## config.mk

```make
export PLATFORM = sky130hd
export DESIGN_NAME = dispatch_stage
export DESIGN_NICKNAME = d
export VERILOG_FILES = /design/src/backend_pkg.sv /design/src/dispatch_stage.sv
export VERILOG_INCLUDE_DIRS = /design/src
export SDC_FILE = /design/constraint.sdc
export NUM_CORES = 1
export LEC_CHECK = 0
export BUFFER_PORTS_ARGS = -buffer_cell sky130_fd_sc_hd__buf_4
export CAP_MARGIN = 20
export CORE_UTILIZATION = 32
export CTS_BUF_LIST = sky130_fd_sc_hd__clkbuf_8
export CTS_CLUSTER_DIAMETER = 60
export DETAILED_ROUTE_END_ITERATION = 10
export GPL_ROUTABILITY_DRIVEN = 0
export PLACE_DENSITY = 0.77
export SYNTH_ARGS = -nofsm -noshare
export SYNTH_HDL_FRONTEND = slang
export SYNTH_SLANG_ARGS = --single-unit
```

## constraint.sdc

```tcl
create_clock -name clk -period 1.25 [get_ports clk]
set_input_delay 0.25 -clock clk [delete_from_list [all_inputs] [get_ports clk]]
set_output_delay 0.25 -clock clk [all_outputs]
set_load 0.01 [all_outputs]
```

## src/backend_defines.svh

```systemverilog
`ifndef BACKEND_DEFINES_SVH
`define BACKEND_DEFINES_SVH

// datapath width
`define DATA_W     32

// physical register file
`define PRF_NUM_W  6
`define PRF_DEPTH  64

// issue queue entries
`define IQ_DEPTH   8

// immediate field that also holds the zero-extended source 2 number
`define IMM_W      16

`endif

```

## src/backend_pkg.sv

```systemverilog
`default_nettype none

`include "backend_defines.svh"

package backend_pkg;

    typedef logic [`PRF_NUM_W-1:0] prf_num_t;

    typedef enum logic [2:0] {
        op_add = 3'd0,
        op_sub = 3'd1,
        op_and = 3'd2,
        op_or  = 3'd3,
        op_xor = 3'd4,
        op_slt = 3'd5,
        op_sll = 3'd6,
        op_srl = 3'd7
    } alu_op_e;

    // is_imm in the micro-op selects the reading
    typedef union packed {
        logic [`IMM_W-1:0]        prs2_ext;
        logic signed [`IMM_W-1:0] imm;
    } src2_u;

    typedef struct packed {
        alu_op_e  op;
        logic     is_imm;
        prf_num_t prs1;
        src2_u    src2;
        prf_num_t prd;
    } uop_t;

    // source 2 register number out of the zero-extended field
    function automatic prf_num_t src2_prs2(src2_u src2);
        return src2.prs2_ext[`PRF_NUM_W-1:0];
    endfunction

endpackage

`default_nettype wire

```

## src/dispatch_stage.sv

```systemverilog
`default_nettype none

`include "backend_defines.svh"

module dispatch_stage import backend_pkg::*; (
    input  logic     clk,
    input  logic     rst_n_i,
    input  logic     flush_i,
    input  logic     valid0_i,
    input  logic     valid1_i,
    input  uop_t     uop0_i,
    input  uop_t     uop1_i,
    input  logic     ready_i,
    output logic     enq_valid0_o,
    output logic     enq_valid1_o,
    output uop_t     enq_uop0_o,
    output uop_t     enq_uop1_o,
    output logic     set_busy0_o,
    output logic     set_busy1_o,
    output prf_num_t set_num0_o,
    output prf_num_t set_num1_o
);

    logic valid0_q;
    logic valid1_q;
    uop_t uop0_q;
    uop_t uop1_q;

    // nothing is taken while the queue is short of room
    always_ff @(posedge clk or negedge rst_n_i) begin
        if (!rst_n_i) begin
            valid0_q <= 1'b0;
            valid1_q <= 1'b0;
        end else if (flush_i) begin
            valid0_q <= 1'b0;
            valid1_q <= 1'b0;
        end else begin
            valid0_q <= valid0_i && ready_i;
            valid1_q <= valid1_i && ready_i;
        end
    end

    always_ff @(posedge clk) begin
        uop0_q <= uop0_i;
        uop1_q <= uop1_i;
    end

    assign enq_valid0_o = valid0_q;
    assign enq_valid1_o = valid1_q;
    assign enq_uop0_o   = uop0_q;
    assign enq_uop1_o   = uop1_q;

    // p0 is the constant zero register and never goes busy
    assign set_busy0_o  = valid0_q && (uop0_q.prd != '0);
    assign set_busy1_o  = valid1_q && (uop1_q.prd != '0);
    assign set_num0_o   = uop0_q.prd;
    assign set_num1_o   = uop1_q.prd;

endmodule

`default_nettype wire

```

Word-level counts from Yosys, hierarchy flattened
Index checks and enable logic that the tools add are counted.
- reduce and logical (&&, ||, !) cells: 6
- muxes and demuxes: 2
- operators with widths (kind ; number):
    6-bit nonzero test ; 2
    1-bit logical AND ; 4
    1-bit two-way mux ; 2
- logic and storage cells: 20
- register bits after elaboration: 66
- bits of input ports: 70

Depth between registers and ports, before layout
- word-level depth: 2
- gate-level depth with buffers: 2
- mapped depth without buffers: 2

Worst setup path before layout
Ideal clock, no wire load.
- path kind: reg2out
- start point: register uop0_q, in the netlist set_num0_o[1]
- end point: output set_busy0_o
- slack: -0.111 ns
- path buffers: 0
- arrival time: 1.111 ns
- stages on the path, launching flop included: 3
- cell sequence: dfxtp_1 -> or4_1 -> o31a_1
- cells in the longest elaborated chain, start to end: 2
- RTL lines (what ; RTL line ; RTL):
    from (decl) ; dispatch_stage.sv:26 ; uop_t uop0_q;
    from (signal assigned) ; dispatch_stage.sv:44 ; uop0_q <= uop0_i;
    6-bit nonzero test ; dispatch_stage.sv:54 ; assign set_busy0_o = valid0_q && (uop0_q.prd != '0);
    1-bit logical AND ; dispatch_stage.sv:54 ;
    to (decl) ; dispatch_stage.sv:18 ; output logic set_busy0_o,
Every way passes these cells.

Worst setup path after layout
- start point: register uop1_q, in the netlist set_num1_o[5]
- end point: output set_busy1_o
- cells in the longest elaborated chain, start to end: 2
- RTL lines (what ; RTL line ; RTL):
    from (decl) ; dispatch_stage.sv:27 ; uop_t uop1_q;
    from (signal assigned) ; dispatch_stage.sv:45 ; uop1_q <= uop1_i;
    6-bit nonzero test ; dispatch_stage.sv:55 ; assign set_busy1_o = valid1_q && (uop1_q.prd != '0);
    1-bit logical AND ; dispatch_stage.sv:55 ;
    to (decl) ; dispatch_stage.sv:19 ; output logic set_busy1_o,
Every way passes these cells.

==> impl_metrics.csv <==
group,metric,value,unit
floorplanning,initial_utilization,0.336,
clock_network,clkSlewWorstSetupHoldPaths,70,ps
layout,final_common_cell,"buf_4",
clock_network,post-cts-setup-buffer-count,0,
synthesis,synth_top_area_frac,0.871,
grt,grt.overflow.total,0,
timing,finalCritPeriodShare,1.45,
grt,met2_usage,0.288,
route,ant_nets,0,
layout,drive_above_1_share,0.694,
pwr,leakagePower,1.50,nW
layout,fin_util,0.677,
layout,areaGrowthSynthToFinish,102,%
synthesis,synth_top_area_cell,"dfxtp_1",
route,drt-vias-per-instance,3.93,
route,wl,3.86,mm
grt,antenna_found_initial,0,
synthesis,synth_xor_xnor_area_share,0,
placement,place_hpwl,3.08,mm
layout,fillCellCount,340,
synthesis,ys_seq_area_frac,0.905,
grt,grt_pass1_wl,5.63,mm
synthesis,synth-seq-cells,66,
route,drc,0,
floorplanning,die-area,4870,µm²
synthesis,ys_types,6,
route,firstDrtPassIters,3,
synthesis,syn_inst,84,
clock_network,cts_root_buf,"clkbuf_8",
timing,tns,-1080,ps
placement,port_buffers,149,
synthesis,synth_area,1470,µm²
timing,worst_pin_slew,105,ps
timing,setup_viol,2,
grt,grt_pass1_vias,1276,
grt,grt_usage,0.155,
clock_network,cts_tree,"yes",
placement,pre_cts_ws,-217,ps
floorplanning,die_w,69.8,µm
clock_network,cts-buffers-inserted,9,
worst_setup_path,cp_max_fo,2,
synthesis,synthTopCellsByArea,"dfxtp_1 (87%), buf_4 (6.1%), dfrtp_1 (3.4%)",
floorplanning,io_pins,150,
synthesis,synth-compound-area-share,0.0119,
worst_hold_path,hold_path_startpoint,"uop1_i[13]",
worst_setup_path,end_kind,"primary output",
worst_setup_path,critPathLaunchType,"register",
clock_network,clock-sinks,66,
timing,finalHoldViolCount,0,
synthesis,synth_top_family_by_area,"buffers and inverters",
timing,fin_ws,-558,ps
worst_setup_path,critical_path_class,"register to primary output",
floorplanning,core,4380,µm²
grt,use_met3,0.0640,
grt,grt_start_max_net_pins,13,
pwr,powerDensity,1690,nW/µm²
floorplanning,die_y,69.8,µm
timing,max_freq,553,MHz
status,violations,"setup timing",
synthesis,syn_area_per_cell,17.5,µm²
synthesis,ys_warn_count,0,
worst_setup_path,crit_start,"set_num1_o[5]",
worst_setup_path,worstPathArrival,1560,ps
placement,placedCellCount,281,
timing,maxSlewHeadroom,0.930,
worst_setup_path,required,1000,ps
route,vias,1196,
layout,layout.cells.non_filler,304,
route,drt-initial-drc-count,24,
grt,gr-max-usage-layer,"met2",
synthesis,yosys.area_share.simple,0.0221,
timing,slew_viol_final,0,
synthesis,synthAdderAreaFrac,0,
layout,final_cell_mix,"buf_4 (156), dfxtp_1 (63), clkbuf_8 (9)",
status,status,"finished, violations left",
floorplanning,row_count,24,
layout,n_antenna_cell,0,
route,detail_route.wl_per_cell,12.7,µm
grt,use_met1,0.138,
pwr,peakVddDrop,0.000978,V
layout,nNetsFinal,317,
job,drv_cap,0,
clock_network,cts_max_level,3,
worst_hold_path,min_path_type,"input pin to register",
clock_network,cts_buffer_depth,2,
timing,timing.final.crit_period,1810,ps
synthesis,synthMuxAreaShare,0,
synthesis,synth_fp_nets,154,
timing,rsz0062_at_grt,"true",
[worst paths after layout]
kind	end	slack, ps	cells past startpoint
worst max-delay path	set_busy1_o	-560	3
worst min-delay path	enq_uop1_o[13]	20	1
max in group asynchronous	enq_valid1_o	890	2
min in group asynchronous	enq_valid0_o	260	2
[through the flow]
stage | instance area [µm²] | hold WS [ps] | power, mW
floorplan | 1470 | -45.6 | 2.41
global placement | 2630 | 33.2 | 2.76
detailed placement | 2630 | 37.4 | 2.77
CTS | 2900 | 6.29 | 5.08
global route | 2970 | 0.537 | 5.24
finish | 2970 | 24.4 | 5.03
[routing by layer]
layer	wire, µm	vias up
met3	372	7
met5	0	-
met2	2190	82
met4	65	0
li1	-	581
met1	1230	526
[Yosys cell counts]
library cell / instances
dfxtp_1: 64
buf_4: 12
and3b_1: 2
dfrtp_1: 2
o31a_1: 2
or4_1: 2
[flip-flops by register name (all words and copies together) (netlist names)]
register      count
set_num1_o        6
enq_valid0_o      1
enq_uop0_o       26
enq_valid1_o      1
enq_uop1_o       26
set_num0_o        6
[cells by family (layout without fill, tap and decap cells)]
logic type             Yosys count  in the layout
buffers and inverters           12            180
and+or+nand+nor                  4              4
DFF                             66             66
AOI/OAI and AO/OA                2              2
[report_power, final]
group / switching [mW] / internal, mW / leakage [nW]
registers: 0.0372 / 2.22 / 0.567
clock network: 0.761 / 1.53 / 0.129
logic: 0.160 / 0.325 / 0.808
[critical path, stage by stage, from the launching register on]
cell and delay (ps):
dfxtp_2 320, or4_4 520, o31a_1 270, buf_6 130
[what timing repair did]
action | CTS | global route
setup endpoints to repair | 2 | 2
endpoints found under the hold margin | 2 | 6
gates resized for setup | 0 | 3
hold buffers | 1 | 6
[cell type report]
type / count / area, µm² / area share
Sequential cell: 66 / 1330 / 0.449
Timing Repair Buffer: 164 / 1250 / 0.422
Clock inverter: 7 / 141 / 0.0476
Clock buffer: 9 / 124 / 0.0417
Tap cell: 52 / 65.1 / 0.0219
Multi-Input combinational cell: 6 / 53.8 / 0.0181
No activity file was read; power rests on OpenSTA's default activity.
