## config.mk

```make
export PLATFORM = sky130hd
export DESIGN_NAME = alu_exec
export DESIGN_NICKNAME = d
export VERILOG_FILES = /design/src/backend_pkg.sv /design/src/alu_exec.sv
export VERILOG_INCLUDE_DIRS = /design/src
export SDC_FILE = /design/constraint.sdc
export NUM_CORES = 1
export LEC_CHECK = 0
export ABC_CLOCK_PERIOD_IN_PS = 9000
export BUFFER_PORTS_ARGS = -buffer_cell sky130_fd_sc_hd__buf_2
export CAP_MARGIN = 0
export CORE_UTILIZATION = 35
export CTS_CLUSTER_DIAMETER = 50
export DETAILED_ROUTE_END_ITERATION = 12
export PLACE_DENSITY = 0.56
export SYNTH_ARGS = -nofsm -noshare
export SYNTH_HDL_FRONTEND = slang
export SYNTH_SLANG_ARGS = --single-unit
```

## constraint.sdc

```tcl
create_clock -name clk -period 9 [get_ports clk]
set_input_delay 2.25 -clock clk [delete_from_list [all_inputs] [get_ports clk]]
set_output_delay 2.25 -clock clk [all_outputs]
set_load 0.01 [all_outputs]
```

## src/backend_defines.svh

```systemverilog
`ifndef BACKEND_DEFINES_SVH
`define BACKEND_DEFINES_SVH

// datapath width
`define DATA_W     32

// physical register file
`define PRF_NUM_W  6
`define PRF_DEPTH  64

// issue queue entries
`define IQ_DEPTH   8

// immediate field that also holds the zero-extended source 2 number
`define IMM_W      16

`endif

```

## src/backend_pkg.sv

```systemverilog
`default_nettype none

`include "backend_defines.svh"

package backend_pkg;

    typedef logic [`PRF_NUM_W-1:0] prf_num_t;

    typedef enum logic [2:0] {
        op_add = 3'd0,
        op_sub = 3'd1,
        op_and = 3'd2,
        op_or  = 3'd3,
        op_xor = 3'd4,
        op_slt = 3'd5,
        op_sll = 3'd6,
        op_srl = 3'd7
    } alu_op_e;

    // is_imm in the micro-op selects the reading
    typedef union packed {
        logic [`IMM_W-1:0]        prs2_ext;
        logic signed [`IMM_W-1:0] imm;
    } src2_u;

    typedef struct packed {
        alu_op_e  op;
        logic     is_imm;
        prf_num_t prs1;
        src2_u    src2;
        prf_num_t prd;
    } uop_t;

    // source 2 register number out of the zero-extended field
    function automatic prf_num_t src2_prs2(src2_u src2);
        return src2.prs2_ext[`PRF_NUM_W-1:0];
    endfunction

endpackage

`default_nettype wire

```

## src/alu_exec.sv

```systemverilog
`default_nettype none

`include "backend_defines.svh"

module alu_exec import backend_pkg::*; (
    input  logic                clk,
    input  logic                rst_n_i,
    input  logic                flush_i,
    input  logic                issue_valid_i,
    input  uop_t                issue_uop_i,
    input  logic [`DATA_W-1:0]  rdata1_i,
    input  logic [`DATA_W-1:0]  rdata2_i,
    output prf_num_t            raddr1_o,
    output prf_num_t            raddr2_o,
    output logic                wb_valid_o,
    output prf_num_t            wb_prd_o,
    output logic [`DATA_W-1:0]  wb_data_o
);

    localparam int SHAMT_W = $clog2(`DATA_W);

    logic               rf_valid_q;
    uop_t               rf_uop_q;
    logic               ex_valid_q;
    alu_op_e            ex_op_q;
    prf_num_t           ex_prd_q;
    logic [`DATA_W-1:0] ex_op1_q;
    logic [`DATA_W-1:0] ex_op2_q;
    logic [`DATA_W-1:0] imm_ext;
    logic [`DATA_W-1:0] alu_res;
    logic [`DATA_W-1:0] wb_data_q;
    prf_num_t           wb_prd_q;
    logic               wb_valid_q;

    always_ff @(posedge clk or negedge rst_n_i) begin
        if (!rst_n_i) begin
            rf_valid_q <= 1'b0;
            ex_valid_q <= 1'b0;
            wb_valid_q <= 1'b0;
        end else if (flush_i) begin
            rf_valid_q <= 1'b0;
            ex_valid_q <= 1'b0;
            wb_valid_q <= 1'b0;
        end else begin
            rf_valid_q <= issue_valid_i;
            ex_valid_q <= rf_valid_q;
            wb_valid_q <= ex_valid_q;
        end
    end

    // register file read stage
    assign raddr1_o = rf_uop_q.prs1;
    assign raddr2_o = src2_prs2(rf_uop_q.src2);
    assign imm_ext  = {{(`DATA_W - `IMM_W){rf_uop_q.src2.imm[`IMM_W-1]}}, rf_uop_q.src2.imm};

    always_comb begin
        case (ex_op_q)
            op_add:  alu_res = ex_op1_q + ex_op2_q;
            op_sub:  alu_res = ex_op1_q - ex_op2_q;
            op_and:  alu_res = ex_op1_q & ex_op2_q;
            op_or:   alu_res = ex_op1_q | ex_op2_q;
            op_xor:  alu_res = ex_op1_q ^ ex_op2_q;
            op_slt:  alu_res = {{(`DATA_W - 1){1'b0}}, $signed(ex_op1_q) < $signed(ex_op2_q)};
            op_sll:  alu_res = ex_op1_q << ex_op2_q[SHAMT_W-1:0];
            op_srl:  alu_res = ex_op1_q >> ex_op2_q[SHAMT_W-1:0];
            default: alu_res = '0;
        endcase
    end

    always_ff @(posedge clk) begin
        rf_uop_q  <= issue_uop_i;
        ex_op_q   <= rf_uop_q.op;
        ex_prd_q  <= rf_uop_q.prd;
        ex_op1_q  <= rdata1_i;
        ex_op2_q  <= rf_uop_q.is_imm ? imm_ext : rdata2_i;
        wb_prd_q  <= ex_prd_q;
        wb_data_q <= alu_res;
    end

    assign wb_valid_o = wb_valid_q;
    assign wb_prd_o   = wb_prd_q;
    assign wb_data_o  = wb_data_q;

endmodule

`default_nettype wire

```

# Word level (Yosys, flattened, before mapping)
# Cells that the tools add are included.
[totals]
regBits = 146
input_bits = 100
word_cells = 35
[op_classes]
addsub = 2
order_cmp = 1
eq_ne = 7
shifts = 2
muxes = 5
n_bitwise = 3
reduce_logical = 1
[ops]
columns = ["op", "count"]
rows = [
  ["$pmux W32 S8", 1],
  ["$add A32 B32 Y32", 1],
  ["$and A32 B32 Y32", 1],
  ["$lt A32 B32 Y1", 1],
  ["$mux W32", 1],
  ["$or A32 B32 Y32", 1],
  ["$shl A32 B5 Y32", 1],
  ["$shr A32 B5 Y32", 1],
  ["$sub A32 B32 Y32", 1],
  ["$xor A32 B32 Y32", 1],
  ["$eq A3 B3 Y1 const B", 4],
  ["$eq A3 B2 Y1 const B", 2],
  ["$eq A3 B1 Y1 const B", 1],
  ["$logic_not A3 Y1", 1],
  ["$mux W1", 3],
]

# Longest topological paths before layout
[depth]
word_depth = 2
mapped_depth = 17
ltp_nobuf = 13

# Worst setup path before layout
# Ideal clock, no wire load.
[synth_timing]
kind = "flip-flop to flip-flop"
start = "register ex_op2_q[2]"
end = "register wb_data_q[29], in the netlist wb_data_o[29]"
arrival_time_ps = 3396
required_time_ps = 8878
path_slack_ps = 5482
stages_incl_launch_ff = 18
path_buffers = 5
synth_period_minus_slack_ps = 3518
path_cell_list = "dfxtp_1 buf_2 inv_1 buf_2 buf_2 buf_2 ha_1 buf_4 o211ai_2 o21ai_2 o31ai_4 o2111ai_1 a21o_1 a21bo_1 a21oi_2 nor3_2 mux2i_1 a221o_1"
[synth_via]
elab_chain_len = 2
[synth_lines]
columns = ["item", "line", "source"]
rows = [
  ["start, declared", "alu_exec.sv:28", "logic [`DATA_W-1:0] ex_op2_q;"],
  ["start signal, assigned", "alu_exec.sv:75", "ex_op2_q <= rf_uop_q.is_imm ? imm_ext : rdata2_i;"],
  ["$sub A32 B32 Y32, or another cell as far along", "alu_exec.sv:59", "op_sub: alu_res = ex_op1_q - ex_op2_q;"],
  ["$pmux W32 S8 (*)", "alu_exec.sv:57", "case (ex_op_q)"],
  ["net alu_res[29]", "alu_exec.sv:30", "logic [`DATA_W-1:0] alu_res;"],
  ["end signal, assigned", "alu_exec.sv:77", "wb_data_q <= alu_res;"],
  ["end, declared", "alu_exec.sv:31", "logic [`DATA_W-1:0] wb_data_q;"],
]
# Mark *: on every way through the listed nets, which the timed path passes. The rest lies on a longest branch.

# Worst setup path in the final report
[layout_timing]
start = "register ex_op2_q[1]"
end = "register wb_data_q[30], in the netlist wb_data_o[30]"
# The elaborated chain is that of the path after synthesis.

==> load_flow_metrics.sql <==
INSERT INTO impl_metrics (metric_group, metric, value, unit) VALUES
('status', 'outcome', 'finished, final reports clean', ''),
('critical_path', 'cpPeakStageDelay', '0.55', 'ns'),
('synth', 'ys.flop_type', 'sky130_fd_sc_hd__dfxtp_1', ''),
('pwr', 'fin_total_pwr', '2.23', 'mW'),
('cells_and_area', 'num_antenna_cells', '0', ''),
('route', 'final_antenna_net_count', '0', ''),
('critical_path', 'worstPathRequired', '9.39', 'ns'),
('pwr', 'worst_ir_drop_vdd', '0.000149', 'V'),
('critical_path', 'path_class', 'flip-flop to flip-flop', ''),
('global_route', 'global_route.overflow_total', '0', ''),
('critical_path', 'timing.critical_path.slowest_stage_cell', 'sky130_fd_sc_hd__buf_4', ''),
('die', 'floorplan.die.width', '185', 'um'),
('critical_path', 'setup.reg_to_reg.worst_slack', '4.96', 'ns'),
('cts', 'clk_transition_reported_paths', '0.08', 'ns'),
('placed_design', 'dp.final_hpwl', '35.0', 'mm'),
('critical_path', 'worst_path_dominant_cell_family', 'compound AO/OA/AOI/OAI gates', ''),
('timing', 'worst-slew-pin-transition', '1.05', 'ns'),
('critical_path', 'crit_path_max_fanout', '60', ''),
('die', 'dieArea', '34300', 'um^2'),
('global_route', 'grt_start_max_net_pins', '79', ''),
('timing', 'max_clock_freq', '247', 'MHz'),
('route', 'drt_pass1_iterations', '6', ''),
('cts', 'tritoncts_num_sinks', '146', ''),
('timing', 'rsz_0062_raised_after_global_routing', 'no', ''),
('route', 'routed_wire_length_per_instance', '22.8', 'um'),
('timing', 'final_min_period_over_clock_period', '44.9', '%'),
('worst_hold_path', 'hp-class', 'flip-flop to flip-flop', ''),
('die', 'num_io_pins', '151', ''),
('global_route', 'track_usage', '26.9', '%'),
('timing', 'fin_crit', '4.04', 'ns'),
('placed_design', 'place.port_buffers', '150', ''),
('timing', 'setup_viol_count_final', '0', ''),
('route', 'drt_wl_total', '45.7', 'mm'),
('cts', 'post_cts_resize_count', '0', ''),
('cts', 'numCtsBuffers', '17', ''),
('critical_path', 'critPathBufInv', '3', ''),
('timing', 'tns', '0', 'ns'),
('route', 'vias', '11900', ''),
('critical_path', 'start_kind', 'flip-flop', ''),
('critical_path', 'worstSetupPathDepth', '14', ''),
('cells_and_area', 'nets', '1750', ''),
('flow_run', 'maxCapViolations', '0', ''),
('synth', 'synthesis.instances', '1478', ''),
('synth', 'seq_area_frac_synth', '25.0', '%'),
('die', 'initial_utilization', '35.8', '%'),
('route', 'drc_errors', '0', ''),
('timing', 'timing.slew.headroom', '30.0', '%'),
('synth', 'netlist_cell_types', '105', ''),
('timing', 'hold_viol', '0', ''),
('timing', 'slew_viol_final', '0', ''),
('synth', 'syn_nets', '1677', ''),
('synth', 'synth_enable_flop_cells', '0', ''),
('critical_path', 'cp_cell_sequence', 'buf_4, inv_2, buf_4, fa_1, nand2b_1, a21oi_1, o21ai_1, a31o_2, o311ai_1, nand2_1, o21ai_0, a21o_1, nand2_1, a2bb2oi_1', ''),
('synth', 'postSynthAreaPerCell', '7.94', 'um^2'),
('die', 'core_area', '32800', 'um^2'),
('cts', 'cts_root_buffer', 'sky130_fd_sc_hd__clkbuf_16', ''),
('critical_path', 'timing.reg2reg.worst_path_depth', '14', ''),
('global_route', 'wire_length_of_the_first_global_routing_pass', '68.1', 'mm'),
('pwr', 'leakage_power_figure', '5.73', 'nW'),
('die', 'placementRows', '66', ''),
('cts', 'cts_setup_buffers', '0', ''),
('critical_path', 'critical_path.reg2reg.startpoint', 'ex_op2_q[1]$_DFF_P_', ''),
('cts', 'cts_tree', 'yes', ''),
('cts', 'cts-htree-levels', '4', ''),
('critical_path', 'setup.worst_path.end', 'wb_data_o[30]$_DFF_P_', ''),
('global_route', 'grt_antenna_before_repair', '0', ''),
('critical_path', 'worst_ep_arrival_time', '4.44', 'ns'),
('synth', 'ys_async_sr_fraction', '2.05', '%'),
('pwr', 'power_density', '171', 'nW/um^2'),
('cells_and_area', 'layout-drive-gt1-share', '18.8', '%'),
('die', 'dieHeight', '185', 'um');
## power by group
group          internal, mW  switching, mW
Clock                 0.383          0.312
Sequential            0.707         0.0474
Combinational         0.281          0.500
Total                  1.37          0.860
## final cells by class
type / instances / area (um^2)
Fill cell: 3472 / 19700
Clock buffer: 18 / 429
Clock inverter: 13 / 129
Multi-Input combinational cell: 1093 / 7620
Inverter: 122 / 458
Tap cell: 442 / 553
Sequential cell: 146 / 2950
Timing Repair Buffer: 171 / 908
## how the worst min path moves through the flow
stage	startpoint	to	slack (ns)	cells past startpoint
2_1_floorplan	rf_uop_q[29]$_DFF_P_	ex_op_q[0]$_DFF_P_	0.31	0
3_3_place_gp	ex_prd_q[3]$_DFF_P_	wb_prd_o[3]$_DFF_P_	0.31	0
3_5_place_dp	ex_prd_q[0]$_DFF_P_	wb_prd_o[0]$_DFF_P_	0.31	0
4_1_cts	rf_uop_q[29]$_DFF_P_	ex_op_q[0]$_DFF_P_	0.33	0
5_1_grt	rf_uop_q[0]$_DFF_P_	ex_prd_q[0]$_DFF_P_	0.33	0
6_report	rf_uop_q[31]$_DFF_P_	ex_op_q[2]$_DFF_P_	0.33	0
## synth_stat cells, types with 15 or more instances
| cell type | count | area, um^2 |
|---|---|---|
| sky130_fd_sc_hd__a211oi_1 | 19 | 143 |
| sky130_fd_sc_hd__a21oi_1 | 164 | 821 |
| sky130_fd_sc_hd__a222oi_1 | 17 | 170 |
| sky130_fd_sc_hd__buf_2 | 17 | 85.1 |
| sky130_fd_sc_hd__buf_4 | 22 | 165 |
| sky130_fd_sc_hd__clkbuf_1 | 47 | 176 |
| sky130_fd_sc_hd__dfxtp_1 | 143 | 2860 |
| sky130_fd_sc_hd__ha_1 | 97 | 1210 |
| sky130_fd_sc_hd__inv_1 | 117 | 439 |
| sky130_fd_sc_hd__mux2_2 | 24 | 270 |
| sky130_fd_sc_hd__mux2i_1 | 32 | 320 |
| sky130_fd_sc_hd__mux4_2 | 19 | 428 |
| sky130_fd_sc_hd__nand2_1 | 106 | 398 |
| sky130_fd_sc_hd__nand2b_1 | 15 | 93.8 |
| sky130_fd_sc_hd__nand3_1 | 21 | 105 |
| sky130_fd_sc_hd__nor2_1 | 151 | 567 |
| sky130_fd_sc_hd__nor3_1 | 25 | 125 |
| sky130_fd_sc_hd__o211ai_1 | 18 | 135 |
| sky130_fd_sc_hd__o21ai_0 | 104 | 521 |
| sky130_fd_sc_hd__o21ai_1 | 17 | 85.1 |
| sky130_fd_sc_hd__o22ai_1 | 17 | 106 |
## state kept, by name, summed over array words and instances (netlist names)
register / flops
ex_op1_q: 32
ex_op2_q: 32
ex_op_q: 3
ex_prd_q: 6
ex_valid_q: 1
imm_ext: 10
raddr1_o: 6
raddr2_o: 6
rf_uop_q: 10
rf_valid_q: 1
wb_data_o: 32
wb_prd_o: 6
wb_valid_o: 1
## per-layer routing
layer	part of all wire [%]	vias to the layer above	wire length (um)	GRT usage [%]
met5	0	-	0	0
met3	8.5	88	3870	4.33
met2	43	622	19600	39.5
met4	3.1	0	1400	10.4
li1	-	5454	-	-
met1	45	5741	20800	38.8
## stage by stage
stage | cell area, um^2 | util [%] | hold WS (ns) | setup slack, ns | cells
after floorplan | 11700 | - | 0.310 | 5.48 | 1478
after global placement | 12500 | 38.1 | 0.310 | 5.12 | 1974
after detailed placement | 12500 | 38.1 | 0.312 | 5.09 | 1974
after CTS | 13000 | 39.8 | 0.327 | 5.09 | 2005
after global routing | 13000 | 39.8 | 0.333 | 4.69 | 2005
final | 13000 | 39.8 | 0.325 | 4.96 | 2005
## worst reg2reg max path: cells and delay by family, from the launching register on
kind                       cells  cell delay (ns)
and+or+nand+nor                3             0.40
DFF                            1             0.31
AOI/OAI and AO/OA              7             1.84
buffers and inverters          3             0.91
adders and majority gates      1             0.52
## placed cells by master (no fill, tap or decap), drive strengths merged, types with 13 or more instances in the layout
master and n:
a21oi 169, o221ai 14, nand2 107, nand2b 15, a211oi 21, nand3 22
nor2b 13, ha 97, a21o 14, a222oi 17, mux2i 32, inv 125
dfxtp 143, nor2 152, mux2 25, o211ai 20, o22ai 18, clkbuf 18
buf 171, nor3 27, mux4 19, o21ai 123
## logic make-up (layout without fill, tap and decap cells)
family	after synthesis	after routing	share of synthesized area, %
simple gates	382	382	14.8
flops	146	146	25.0
xor+xnor	14	14	1.04
mux	76	76	8.80
buf+inv	239	324	10.1
fa+ha+maj	99	99	10.7
compound gates	522	522	29.6
Power figures use the tool's default switching activity.
