--- src/backend_defines.svh ---
`ifndef BACKEND_DEFINES_SVH
`define BACKEND_DEFINES_SVH

// datapath width
`define DATA_W     32

// physical register file
`define PRF_NUM_W  6
`define PRF_DEPTH  64

// issue queue entries
`define IQ_DEPTH   8

// immediate field that also holds the zero-extended source 2 number
`define IMM_W      16

`endif

--- src/backend_pkg.sv ---
`default_nettype none

`include "backend_defines.svh"

package backend_pkg;

    typedef logic [`PRF_NUM_W-1:0] prf_num_t;

    typedef enum logic [2:0] {
        op_add = 3'd0,
        op_sub = 3'd1,
        op_and = 3'd2,
        op_or  = 3'd3,
        op_xor = 3'd4,
        op_slt = 3'd5,
        op_sll = 3'd6,
        op_srl = 3'd7
    } alu_op_e;

    // is_imm in the micro-op selects the reading
    typedef union packed {
        logic [`IMM_W-1:0]        prs2_ext;
        logic signed [`IMM_W-1:0] imm;
    } src2_u;

    typedef struct packed {
        alu_op_e  op;
        logic     is_imm;
        prf_num_t prs1;
        src2_u    src2;
        prf_num_t prd;
    } uop_t;

    // source 2 register number out of the zero-extended field
    function automatic prf_num_t src2_prs2(src2_u src2);
        return src2.prs2_ext[`PRF_NUM_W-1:0];
    endfunction

endpackage

`default_nettype wire

--- src/issue_queue.sv ---
`default_nettype none

`include "backend_defines.svh"

module issue_queue import backend_pkg::*; (
    input  logic                       clk,
    input  logic                       rst_n_i,
    input  logic                       flush_i,
    input  logic                       enq_valid0_i,
    input  logic                       enq_valid1_i,
    input  uop_t                       enq_uop0_i,
    input  uop_t                       enq_uop1_i,
    input  logic [`IQ_DEPTH-1:0]       busy1_i,
    input  logic [`IQ_DEPTH-1:0]       busy2_i,
    output prf_num_t [`IQ_DEPTH-1:0]   rs1_nums_o,
    output prf_num_t [`IQ_DEPTH-1:0]   rs2_nums_o,
    output logic                       issue_valid_o,
    output uop_t                       issue_uop_o,
    output logic                       ready_o
);

    localparam int CNT_W = $clog2(`IQ_DEPTH + 1);
    localparam int IDX_W = $clog2(`IQ_DEPTH);
    // room for two staged ops plus two new ones
    localparam int FREE_MIN = 4;

    // entry 0 is the oldest and valid entries sit below count_q
    uop_t             entry_q [`IQ_DEPTH];
    uop_t             entry_d [`IQ_DEPTH];
    logic [CNT_W-1:0] count_q;
    logic [CNT_W-1:0] count_d;
    logic [CNT_W-1:0] tail0;
    logic [CNT_W-1:0] tail1;
    logic [`IQ_DEPTH-1:0] entry_rdy;
    logic [IDX_W-1:0] sel_idx;

    always_comb begin
        for (int i = 0; i < `IQ_DEPTH; i++) begin
            rs1_nums_o[i] = entry_q[i].prs1;
            rs2_nums_o[i] = src2_prs2(entry_q[i].src2);
        end
    end

    always_comb begin
        for (int i = 0; i < `IQ_DEPTH; i++) begin
            entry_rdy[i] = (CNT_W'(i) < count_q) && !busy1_i[i]
                           && (entry_q[i].is_imm || !busy2_i[i]);
        end
    end

    // lowest ready index is the oldest
    always_comb begin
        sel_idx = '0;
        for (int i = `IQ_DEPTH - 1; i >= 0; i--) begin
            if (entry_rdy[i]) begin
                sel_idx = IDX_W'(i);
            end
        end
    end

    assign issue_valid_o = |entry_rdy;
    assign issue_uop_o   = entry_q[sel_idx];

    always_comb begin
        tail0   = count_q - CNT_W'(issue_valid_o);
        tail1   = tail0 + CNT_W'(enq_valid0_i);
        count_d = tail1 + CNT_W'(enq_valid1_i);
        for (int i = 0; i < `IQ_DEPTH; i++) begin
            entry_d[i] = entry_q[i];
        end
        // compact over the issued entry
        if (issue_valid_o) begin
            for (int i = 0; i < `IQ_DEPTH - 1; i++) begin
                if (IDX_W'(i) >= sel_idx) begin
                    entry_d[i] = entry_q[i + 1];
                end
            end
        end
        // slot 0 lands ahead of slot 1
        for (int i = 0; i < `IQ_DEPTH; i++) begin
            if (enq_valid0_i && (CNT_W'(i) == tail0)) begin
                entry_d[i] = enq_uop0_i;
            end
            if (enq_valid1_i && (CNT_W'(i) == tail1)) begin
                entry_d[i] = enq_uop1_i;
            end
        end
    end

    always_ff @(posedge clk or negedge rst_n_i) begin
        if (!rst_n_i) begin
            count_q <= '0;
        end else if (flush_i) begin
            count_q <= '0;
        end else begin
            count_q <= count_d;
        end
    end

    always_ff @(posedge clk) begin
        entry_q <= entry_d;
    end

    assign ready_o = (count_q <= CNT_W'(`IQ_DEPTH - FREE_MIN));

endmodule

`default_nettype wire

--- config.mk ---
export PLATFORM = sky130hd
export DESIGN_NAME = issue_queue
export DESIGN_NICKNAME = d
export VERILOG_FILES = /design/src/backend_pkg.sv /design/src/issue_queue.sv
export VERILOG_INCLUDE_DIRS = /design/src
export SDC_FILE = /design/constraint.sdc
export NUM_CORES = 1
export LEC_CHECK = 0
export ABC_CLOCK_PERIOD_IN_PS = 5800
export BUFFER_PORTS_ARGS = -buffer_cell sky130_fd_sc_hd__clkbuf_2
export CELL_PAD_IN_SITES_DETAIL_PLACEMENT = 1
export CELL_PAD_IN_SITES_GLOBAL_PLACEMENT = 1
export CORE_MARGIN = 5
export CORE_UTILIZATION = 47
export CTS_CLUSTER_SIZE = 25
export DETAILED_ROUTE_END_ITERATION = 8
export PLACE_DENSITY = 0.83
export SLEW_MARGIN = 20
export SYNTH_ARGS = -nofsm -noshare
export SYNTH_HDL_FRONTEND = slang
export SYNTH_SLANG_ARGS = --single-unit
export TNS_END_PERCENT = 30
--- constraint.sdc ---
create_clock -name clk -period 5.8 [get_ports clk]
set_input_delay 0.87 -clock clk [delete_from_list [all_inputs] [get_ports clk]]
set_output_delay 0.87 -clock clk [all_outputs]
set_load 0.01 [all_outputs]
Word level (Yosys, flattened, before mapping)
Cells that the tools add are included.

word-level totals
  output and inout port bits = 130
  register bits = 260
  logic and storage cells = 193
  bits of input ports = 85

cells by class
  magnitude comparators = 17
  multiplexer cells = 36
  $add $sub $neg = 3
  eq/ne operators = 14
  reduce and logical (&&, ||, !) cells = 81
  bitwise logic cells = 1

operators with widths
  cell                  number
  $mux W32              25
  $mux W224             1
  $bmux W32 S3          1
  $reduce_bool A3 Y1    14
  $eq A3 B4 Y1 const A  8
  $logic_and A1 B1 Y1   32
  $mux W3               8
  $eq A2 B4 Y1 const A  4
  $logic_not A1 Y1      16
  $lt A3 B4 Y1 const A  4
  $reduce_and A2 Y1     7
  $ge A3 B3 Y1 const A  3
  $add A4 B1 Y4         2
  $eq A1 B4 Y1 const A  2
  $logic_not A4 Y1      2
  $logic_or A1 B1 Y1    8
  $lt A1 B4 Y1 const A  2
  $lt A2 B4 Y1 const A  2
  $reduce_or A8 Y1      1
  $ge A1 B3 Y1 const A  2
  $ge A2 B3 Y1 const A  2
  $ge A4 B4 Y1 const B  1
  $le A4 B3 Y1 const B  1
  $mux W4               1
  other kinds (3)       3

Longest topological paths before layout
Gate-level depths: netlist (run 1).

  depth in word-level cells = 16
  mapped depth = 19
  gate-level depth less buffers = 15

Worst setup path before layout (run 1)
No wires, ideal clock.

  path kind = in2reg
  start = input port busy2_i[1]
  end = register entry_q[100] (netlist name), enable pin
  stages on the path = 14
  data arrival time = 4.702 ns
  path slack = 0.469 ns
  required time = 5.171 ns
  path buffers = 2
  setup time = 0.629 ns
  cell sequence = a211o_1 -> nand2_1 -> nor4_1 -> nand2b_1 -> ha_1 -> inv_1 -> ha_1 -> a2111oi_0 -> or3_1 -> a211oi_2 -> nand2_1 -> buf_2 -> buf_1 -> nand4_1

on the way
  longest elaborated chain between the ends = 10
  elaborated cells between the ends (all ways) = 16
  classes of those cells = add/sub: 2; order compare: 1; eq/ne: 2; mux: 2; reduce/logical: 9

ends and longest elaborated chain
  what                             RTL line            RTL
  start, declared                  issue_queue.sv:14   input logic [`IQ_DEPTH-1:0] busy2_i,
  $logic_not A1 Y1 (*)             issue_queue.sv:47   && (entry_q[i].is_imm || !busy2_i[i]);
  $logic_or A1 B1 Y1 (*)           issue_queue.sv:47
  $logic_and A1 B1 Y1 (*)          issue_queue.sv:47
  $reduce_or A8 Y1 (*)             issue_queue.sv:61   assign issue_valid_o = |entry_rdy;
  via issue_valid_o                issue_queue.sv:17   output logic issue_valid_o,
  $sub A4 B1 Y4                    issue_queue.sv:65   tail0 = count_q - CNT_W'(issue_valid_o);
  $add A4 B1 Y4                    issue_queue.sv:66   tail1 = tail0 + CNT_W'(enq_valid0_i);
  $eq A3 B4 Y1                     issue_queue.sv:84   if (enq_valid1_i && (CNT_W'(i) == tail1)) begin
  $logic_and A1 B1 Y1              issue_queue.sv:84
  $reduce_bool A3 Y1 (no line)     -
  $reduce_and A2 Y1 (no line) (*)  -
  end signal, assigned             issue_queue.sv:101  entry_q <= entry_d;
  end, declared                    issue_queue.sv:28   uop_t entry_q [`IQ_DEPTH];

The timed path passes the listed nets; every way through them passes the cells marked *.
A chain may end at the register's enable or synchronous reset.

Worst setup path after layout (run 1)
  start = register count_q[3]
  end = register entry_q[162] (netlist name), enable pin

on the way
  longest elaborated chain between the ends = 14
  elaborated cells between the ends (all ways) = 43
  classes of those cells = add/sub: 2; order compare: 9; eq/ne: 2; mux: 8; reduce/logical: 22

ends and longest elaborated chain
  what                                                   RTL line           RTL
  start, declared                                        issue_queue.sv:30  logic [CNT_W-1:0] count_q;
  start signal, assigned                                 issue_queue.sv:96  count_q <= count_d;
  branches (longest 13 deep; another with $lt A1 B4 Y1)  -
  $reduce_and A2 Y1 (no line) (*)                        -

Mark *: on every way between the ends.

==> impl_metrics.py, run 1 <==
metrics = {
    "clock_network": {
        "postCtsSetupRepairBufs": 0,
        "clkTransAtPathRegs_ns": 0.06,
        "cts_buffers": 29,
        "cts_hold_buf": 0,
        "cts_resized": 0,
        "cts_buffer_depth": 3,
        "clkSinkCount": 260,
        "cts-root-buf": "clkbuf_16",
        "clock_latency_ns": 0.56,
        "htree_num_levels": 1,
        "cts_tree": "built",
    },
    "detailed_routing": {
        "totalWireLength_microns": 53800,
        "routed_via_density": 6.070,
        "num_vias": 12552,
        "route.detailed.drc": 0,
        "wire_per_inst_microns": 26.02,
        "drtIter0Drc": 956,
        "first_pass_iters": 5,
        "ant_nets": 0,
    },
    "layout": {
        "syn2layout_area_growth_pct": 9.866,
        "final_cells": 2068,
        "multi_input_comb_area_sq_mm": 0.007244,
        "nets": 1679,
        "layout-drive-gt1-share_pct": 21.13,
        "seq_area_sq_mm": 0.007787,
        "fillers": 3785,
    },
    "timing": {
        "fin_crit_ns": 5.384,
        "max_slew_margin_pct": 29.57,
        "fin_tns_setup_ns": 0,
        "setup_viol": 0,
        "whs_ns": 0.1108,
        "worst_pin_slew_ns": 1.056,
        "max_freq_mhz": 185.7,
        "post-route-period-util_pct": 92.82,
        "grt_setup_unrepaired": "false",
        "finalHoldViolations": 0,
        "fin_worst_skew_ns": 0.01112,
        "setup_slack_ns": 0.4163,
        "drv_slew": 0,
    },
    "setup_path": {
        "startpoint_type": "flip-flop",
        "critical_path_depth": 15,
        "crit_required_ns": 6.06,
        "crit_fanout": 26,
        "worstPathArrival_ns": 5.64,
        "rrSetupSlack_ns": 0.42,
        "worst-setup-path-type": "reg -> reg",
        "cp_top_family": "simple AND/OR/NAND/NOR gates",
        "r2r_end": "entry_q[162]",
        "max_stage_delay_ns": 0.77,
        "cp_slowest_cell": "or4_2",
        "r2r_cells": 15,
        "end_kind": "flip-flop",
        "path_buf_inv": 3,
        "cp_cell_sequence": "nor3_4 > a211o_1 > nand2_1 > nor4_1 > buf_4 > nand2b_1 > ha_1 > inv_1 > ha_1 > a2111oi_0 > or3_1 > a211oi_2 > and3_2 > or4_2 > buf_4",
        "timing.rr.start": "count_q[3]",
    },
    "job": {
        "drv_cap": 0,
    },
    "synth": {
        "ys_types": 52,
        "avgSynthCellArea_sq_um": 10.68,
        "seq_area_frac_synth_pct": 47.46,
        "synth_ff_type": "edfxtp_1",
        "synth_seq_cells": 260,
        "synth.top_cells.by_area": "edfxtp_1 47%, mux2i_1 21%, a21oi_1 5.0%, buf_4 4.6%, nor2_1 3.8%",
        "synthCells": 1537,
        "synth_top_area_share_pct": 46.85,
        "synth_area_sq_mm": 0.01641,
        "yosysWarnings": 0,
        "synthesis.nets": 1628,
        "synth_largest_area_cell": "edfxtp_1",
        "async_reset_ff_share_pct": 1.538,
        "synth_edf_count": 256,
    },
    "pwr": {
        "powerDensity_mw_per_mm2": 762.3,
        "power_mw": 13.74,
        "peakVddDrop_mv": 0.5332,
        "leakagePower_nw": 8.188,
    },
    "die": {
        "die_w_microns": 196.9,
        "coreArea_sq_mm": 0.03454,
        "rows": 68,
        "ios": 215,
        "die_h_microns": 196.9,
        "start_util_pct": 47.50,
        "die_area_sq_mm": 0.03875,
    },
    "min_path": {
        "hold_path.class": "in -> async",
    },
    "global_route": {
        "first_global_vias": 13597,
        "grtUsageTotal_pct": 26.75,
        "antenna_found_initial": 8,
        "overflow": 0,
        "grt_pass1_wl_microns": 81190,
        "grt_max_degree": 92,
    },
    "placed_design": {
        "dp_worst_setup_slack_ns": 0.5250,
        "place.gp.congestion": 0.8637,
        "portBuffers": 214,
        "dp_cells": 2012,
        "dp_hpwl_microns": 34310,
    },
    "run_status": {
        "status": "finished, final reports clean",
    },
}
==> power breakdown <==
| part | internal, mW | switching [mW] | total [mW] |
|---|---|---|---|
| Clock | 1.10 | 0.776 | 1.87 |
| Sequential | 3.89 | 0.677 | 4.57 |
| Combinational | 2.70 | 4.60 | 7.30 |
==> placed cells by master (no fill, tap or decap), drive strengths merged, types with 3 or more instances in the layout <==
| cell type | count |
|---|---|
| o21ai | 66 |
| ha | 6 |
| a211oi | 3 |
| or2 | 32 |
| nor2b | 4 |
| buf | 40 |
| o22ai | 64 |
| xnor2 | 4 |
| diode | 4 |
| nand3 | 10 |
| nor3 | 7 |
| edfxtp | 256 |
| mux2i | 352 |
| bufinv | 3 |
| inv | 15 |
| dfrtp | 4 |
| clkbuf | 254 |
| clkinv | 8 |
| nand2b | 4 |
| a21oi | 165 |
| nor2 | 166 |
| and2 | 3 |
| or3 | 3 |
| nand2 | 80 |
| mux2 | 34 |
==> sequential cells by signal, indices dropped and copies added, names as in the netlist <==
register	flops
entry_q	160
rs1_nums_o	48
rs2_nums_o	48
count_q	4
==> layer usage <==
metal	GRT usage (%)	wire length (microns)	vias to the layer above
li1	-	-	5600
met3	4.068	2944	134
met1	31.65	20950	6409
met5	0	53	-
met4	9.938	1905	8
met2	49.08	27950	401
==> worst register-to-register path, cell delays in order (launching register included) <==
cell and delay, ns:
dfrtp_1 0.59, nor3_4 0.34, a211o_1 0.28, nand2_1 0.18, nor4_1 0.31, buf_4 0.20, nand2b_1 0.11, ha_1 0.40
inv_1 0.13, ha_1 0.25, a2111oi_0 0.55, or3_1 0.26, a211oi_2 0.13, and3_2 0.25, or4_2 0.77, buf_4 0.34
==> layout make-up <==
class                           count  share of cell area [%]
Sequential cell                   260                   43.20
Multi-Input combinational cell   1028                   40.18
Timing Repair Buffer              254                   7.884
Clock buffer                       40                   4.476
Tap cell                          455                   3.158
Clock inverter                     12                  0.7357
Inverter                           15                  0.3123
Antenna cell                        4                 0.05552
==> how the worst max path moves through the flow <==
stage,startpoint,end,slack (ns)
6_report,count_q[3],entry_q[162],0.42
5_1_grt,count_q[3],rs2_nums_o[12],0.13
4_1_cts,count_q[3],entry_q[176],0.48
3_5_place_dp,busy2_i[1],entry_q[174],0.52
3_3_place_gp,busy2_i[1],rs2_nums_o[14],0.72
2_1_floorplan,busy2_i[1],entry_q[100],0.47
==> synth_stat cells (all sizes together), types with 2 or more instances <==
cell type  instances
xor2               2
inv               15
nor4               2
nor2             166
nand2             80
a211o              2
nand4              2
nor3               7
a21oi            165
clkbuf            51
o22ai             64
buf              183
or3                3
a31oi              2
mux2i            352
dfrtp              4
xnor2              4
ha                 6
and2               3
nor2b              4
mux2              34
and3               2
o21ai             66
nand2b             4
or2               32
nand3             10
a2111oi            2
edfxtp           256
a211oi             3
==> cells by family after synthesis <==
family	count (synthesis)	share of synthesized area, %
flops	260	47.46
xor+xnor	6	0.3202
simple gates	317	8.372
buf+inv	249	8.929
compound gates	313	10.66
mux	386	23.80
fa+ha+maj	6	0.4575
==> per-stage QoR <==
step,cell area [sq um],util [%]
2_1_floorplan,16410,-
3_3_place_gp,17080,49.44
3_5_place_dp,17080,49.44
4_1_cts,18020,52.16
5_1_grt,18030,52.19
6_report,18030,52.19
Power figures use the tool's default switching activity.
==> inputs of run 2 (changes only) <==
--- a/config.mk
+++ b/config.mk
@@ -7,14 +7,16 @@
 export NUM_CORES = 1
 export LEC_CHECK = 0
 export ABC_CLOCK_PERIOD_IN_PS = 5800
-export BUFFER_PORTS_ARGS = -buffer_cell sky130_fd_sc_hd__clkbuf_2
 export CELL_PAD_IN_SITES_DETAIL_PLACEMENT = 1
 export CELL_PAD_IN_SITES_GLOBAL_PLACEMENT = 1
 export CORE_MARGIN = 5
-export CORE_UTILIZATION = 47
+export CORE_UTILIZATION = 50
+export CTS_CLUSTER_DIAMETER = 50
 export CTS_CLUSTER_SIZE = 25
 export DETAILED_ROUTE_END_ITERATION = 8
-export PLACE_DENSITY = 0.83
+export DONT_BUFFER_PORTS = 1
+export PLACE_DENSITY = 0.8
+export RECOVER_POWER = 50
 export SLEW_MARGIN = 20
 export SYNTH_ARGS = -nofsm -noshare
 export SYNTH_HDL_FRONTEND = slang
==> impl_metrics.py, run 2 (synthesized netlist as in run 1, its figures left out) <==
metrics = {
    "pwr": {
        "peakVddDrop_mv": 0.6031,
        "leakagePower_nw": 7.353,
        "powerDensity_mw_per_mm2": 780.6,
        "power_mw": 13.39,
    },
    "timing": {
        "finalHoldViolations": 0,
        "post-route-period-util_pct": 94.33,
        "max_slew_margin_pct": 12.72,
        "worst_pin_slew_ns": 1.308,
        "setup_viol": 0,
        "fin_crit_ns": 5.471,
        "fin_tns_setup_ns": 0,
        "grt_setup_unrepaired": "false",
        "whs_ns": 0.04842,
        "drv_slew": 0,
        "fin_worst_skew_ns": 0.02935,
        "max_freq_mhz": 182.8,
    },
    "clock_network": {
        "cts_resized": 0,
        "cts-root-buf": "clkbuf_16",
        "clkSinkCount": 260,
        "cts_buffer_depth": 3,
        "clock_latency_ns": 0.54,
        "clkTransAtPathRegs_ns": 0.06,
        "postCtsSetupRepairBufs": 0,
        "htree_num_levels": 2,
        "cts_buffers": 34,
        "cts_hold_buf": 0,
        "cts_tree": "built",
    },
    "global_route": {
        "grt_max_degree": 80,
        "overflow": 0,
        "antenna_found_initial": 0,
        "grtUsageTotal_pct": 27.42,
        "grt_pass1_wl_microns": 76860,
        "first_global_vias": 12438,
    },
    "layout": {
        "fin_util_pct": 52.84,
        "final_cells": 1845,
        "layout-drive-gt1-share_pct": 9.551,
        "largest_reg_flops": 160,
        "syn2layout_area_growth_pct": 4.506,
        "layout_common_cells": "352 x mux2i_1, 256 x edfxtp_1, 165 x nor2_1, 165 x a21oi_1, 73 x nand2_1",
        "nets": 1468,
        "top_register": "entry_q",
        "insertedDiodeCount": 0,
        "final_common_cell": "mux2i_1",
    },
    "run_status": {
        "status": "finished, final reports clean",
    },
    "detailed_routing": {
        "num_vias": 11579,
        "routed_via_density": 6.276,
        "totalWireLength_microns": 51440,
        "route.detailed.drc": 0,
        "wire_per_inst_microns": 27.88,
        "drtIter0Drc": 837,
        "first_pass_iters": 5,
        "ant_nets": 0,
    },
    "placed_design": {
        "dp_cells": 1783,
        "portBuffers": 0,
        "dp_hpwl_microns": 31750,
        "place.gp.congestion": 0.8127,
    },
    "setup_path": {
        "end_kind": "flip-flop",
        "crit_required_ns": 6.03,
        "worstPathArrival_ns": 5.70,
        "crit_fanout": 64,
        "worst-setup-path-type": "reg -> reg",
        "startpoint_type": "flip-flop",
        "r2r_cells": 15,
        "r2r_end": "entry_q[177]",
        "rrSetupSlack_ns": 0.33,
        "timing.rr.start": "count_q[3]",
    },
    "die": {
        "rows": 66,
        "die_h_microns": 191.2,
        "start_util_pct": 50.56,
        "coreArea_sq_mm": 0.03245,
        "ios": 215,
        "die_area_sq_mm": 0.03654,
        "die_w_microns": 191.2,
    },
    "min_path": {
        "hold_path.class": "in -> async",
    },
    "job": {
        "drv_cap": 0,
    },
}
run 2: cell count changes in the layout (fill, tap and decap cells not counted), sizes merged:
cell,previous run,this run
clkinv,8,9
clkbuf,254,53
inv,15,21
diode,4,0
bufinv,3,4
buf,40,27
run 2: area by class of cell:
type | instances | area, sq um
Clock buffer | 42 | 912.1
Clock inverter | 20 | 260.3
Fill cell | 3392 | 15300
Inverter | 15 | 56.30
Multi-Input combinational cell | 1028 | 7244
Sequential cell | 260 | 7787
Tap cell | 442 | 553.0
Timing Repair Buffer | 38 | 335.3
run 2: power by group:
group          leakage (nW)  switching, mW  internal (mW)
sequential             2.55          0.894           3.91
combinational          4.24           4.13           2.25
clock                 0.569          0.888           1.32
total                  7.35           5.91           7.48
run 2: how the worst max path moves through the flow:
| stage | startpoint | end | slack (ns) | depth (start not counted) |
|---|---|---|---|---|
| 6_report | count_q[3] | entry_q[177] | 0.33 | 15 |
| 5_1_grt | count_q[3] | entry_q[226] | 0.08 | 16 |
| 4_1_cts | count_q[3] | entry_q[177] | 0.58 | 15 |
| 3_5_place_dp | count_q[3] | entry_q[191] | 0.60 | 15 |
| 3_3_place_gp | count_q[3] | rs2_nums_o[14] | 0.76 | 15 |
| 2_1_floorplan | busy2_i[1] | entry_q[100] | 0.47 | 14 |
run 2: routing by layer:
layer | vias to the layer above | global-route usage [%] | share of wire (%) | routed length, microns
li1 | 5211 | - | - | -
met1 | 5870 | 32.02 | 38 | 19660
met2 | 386 | 50.58 | 52 | 26790
met3 | 112 | 5.314 | 6.5 | 3327
met4 | 0 | 8.950 | 3.2 | 1655
met5 | - | 0 | 0 | 0
run 2: through the flow:
step                      worst slack (ns)  cell area (sq um)
final                               0.3287              17150
after global routing               0.08276              17150
after CTS                           0.5811              17190
after detailed placement            0.5995              16010
after global placement              0.7626              16010
after floorplan                     0.4691              16410
run 2: critical path, stage by stage, from the launching register on:
cell and delay (ns):
dfrtp_1 0.72, inv_1 0.22, and2_0 0.27, o31ai_1 0.56, nor4_1 0.12, clkbuf_1 0.20, nand2b_1 0.22, ha_1 0.26
inv_1 0.12, ha_1 0.23, a2111oi_0 0.56, o21ai_1 0.22, a211oi_2 0.39, and3_2 0.27, buf_4 0.56, o21ai_0 0.22
==> inputs of run 3 (changes only) <==
--- a/config.mk
+++ b/config.mk
@@ -9,10 +9,10 @@
 export ABC_CLOCK_PERIOD_IN_PS = 5800
 export CELL_PAD_IN_SITES_DETAIL_PLACEMENT = 1
 export CELL_PAD_IN_SITES_GLOBAL_PLACEMENT = 1
+export CORE_ASPECT_RATIO = 0.9
 export CORE_MARGIN = 5
 export CORE_UTILIZATION = 50
 export CTS_CLUSTER_DIAMETER = 50
-export CTS_CLUSTER_SIZE = 25
 export DETAILED_ROUTE_END_ITERATION = 8
 export DONT_BUFFER_PORTS = 1
 export PLACE_DENSITY = 0.8
==> impl_metrics.py, run 3 (synthesized netlist as in run 1, its figures left out) <==
metrics = {
    "placed_design": {
        "dp_hpwl_microns": 32100,
        "portBuffers": 0,
        "dp_cells": 1764,
        "place.gp.congestion": 0.9060,
        "dp_worst_setup_slack_ns": 0.4045,
    },
    "layout": {
        "layout_common_cells": "352 x mux2i_1, 256 x edfxtp_1, 165 x nor2_1, 165 x a21oi_1, 75 x nand2_1",
        "top_register": "entry_q",
        "largest_reg_flops": 160,
        "fin_util_pct": 52.74,
        "syn2layout_area_growth_pct": 5.131,
        "layout-drive-gt1-share_pct": 9.730,
        "nets": 1471,
        "multi_input_comb_area_sq_mm": 0.007234,
        "seq_area_sq_mm": 0.007787,
        "insertedDiodeCount": 0,
        "fillers": 3433,
        "final_common_cell": "mux2i_1",
        "final_cells": 1830,
    },
    "global_route": {
        "grt_use_met3_pct": 6.125,
        "grtUsageTotal_pct": 27.19,
        "overflow": 0,
        "grt_max_degree": 65,
        "grt_use_met2_pct": 49.37,
        "grt_pass1_wl_microns": 77510,
        "use_met1_pct": 32.96,
        "antenna_found_initial": 0,
        "first_global_vias": 12341,
        "grt_busiest_layer": "met2",
    },
    "clock_network": {
        "cts-root-buf": "clkbuf_16",
        "cts_buffer_depth": 3,
        "postCtsSetupRepairBufs": 0,
        "clock_latency_ns": 0.52,
        "clkTransAtPathRegs_ns": 0.06,
        "clkSinkCount": 260,
        "cts_buffers": 36,
        "cts_tree": "built",
        "htree_num_levels": 2,
        "cts_resized": 0,
        "cts_hold_buf": 0,
    },
    "detailed_routing": {
        "totalWireLength_microns": 51230,
        "route.detailed.drc": 0,
        "wire_per_inst_microns": 28.00,
        "ant_nets": 0,
        "routed_via_density": 6.378,
        "num_vias": 11672,
        "drtIter0Drc": 797,
        "first_pass_iters": 6,
    },
    "setup_path": {
        "startpoint_type": "flip-flop",
        "worst-setup-path-type": "reg -> reg",
        "end_kind": "flip-flop",
        "worstPathArrival_ns": 5.60,
        "crit_fanout": 32,
        "crit_required_ns": 5.86,
    },
    "timing": {
        "setup_viol": 0,
        "setup_slack_ns": 0.2595,
        "fin_worst_skew_ns": 0.03327,
        "finalHoldViolations": 0,
        "fin_tns_setup_ns": 0,
        "max_slew_margin_pct": -28.65,
        "worst_pin_slew_ns": 1.925,
        "drv_slew": 33,
        "grt_setup_unrepaired": "false",
        "post-route-period-util_pct": 95.53,
        "max_freq_mhz": 180.5,
        "fin_crit_ns": 5.541,
    },
    "die": {
        "die_h_microns": 181.9,
        "start_util_pct": 50.16,
        "rows": 63,
        "die_area_sq_mm": 0.03655,
        "ios": 215,
        "die_w_microns": 201.0,
        "coreArea_sq_mm": 0.03271,
    },
    "run_status": {
        "status": "complete, but fails checks",
        "violations": "max-capacitance violations, max-slew violations",
    },
    "min_path": {
        "hold_path.class": "in -> async",
    },
    "pwr": {
        "leakagePower_nw": 7.413,
        "powerDensity_mw_per_mm2": 784.8,
        "peakVddDrop_mv": 0.6348,
    },
    "job": {
        "drv_cap": 1,
    },
}
run 3: stage by stage:
stage	instance area, sq um	power, mW	hold WS (ns)
3_5_place_dp	16030	11.24	0.5752
2_1_floorplan	16410	9.544	0.5744
3_3_place_gp	16030	10.90	0.5752
4_1_cts	17300	13.63	0.05309
6_report	17250	13.54	0.06364
5_1_grt	17250	14.26	0.04414
run 3: path summary, 6_finish.rpt:
kind,from,to,slack [ns],depth (start not counted)
worst max register to register,count_q[2],entry_q[180],0.26,14
max in group asynchronous,rst_n_i,count_q[2],5.67,0
worst min register to register,entry_q[148],entry_q[180],0.64,2
worst max-delay path,count_q[2],entry_q[180],0.26,14
min in group clk,flush_i,count_q[0],0.43,1
worst min-delay path,rst_n_i,count_q[3],0.06,0
run 3: layout make-up:
class / instances / share of cell area, %
Multi-Input combinational cell: 1028 / 41.94
Tap cell: 422 / 3.061
Clock inverter: 20 / 1.567
Sequential cell: 260 / 45.14
Timing Repair Buffer: 39 / 2.169
Clock buffer: 46 / 5.802
Inverter: 15 / 0.3264
run 3: where the power goes:
part | internal [mW] | total (mW) | switching [mW]
registers | 3.91 | 4.78 | 0.872
logic | 2.27 | 6.41 | 4.14
clock network | 1.49 | 2.35 | 0.853
run 3: critical path, stage by stage, from the launching register on:
cell and delay [ns]:
dfrtp_1 0.63, o21ai_1 0.17, and2_0 0.26, o31ai_1 0.63
nor4_1 0.10, buf_4 0.18, nand2b_1 0.20, ha_1 0.26
inv_1 0.12, ha_1 0.23, a2111oi_0 0.53, or3_1 0.27
a211oi_2 0.13, and3_2 0.24, or4_2 1.15
run 3: per-layer routing:
metal | vias to the layer above | routed length [microns] | part of all wire (%)
li1 | 5215 | - | -
met1 | 5991 | 20410 | 40
met2 | 370 | 26220 | 51
met3 | 96 | 3484 | 6.8
met4 | 0 | 1111 | 2.2
met5 | - | 0 | 0
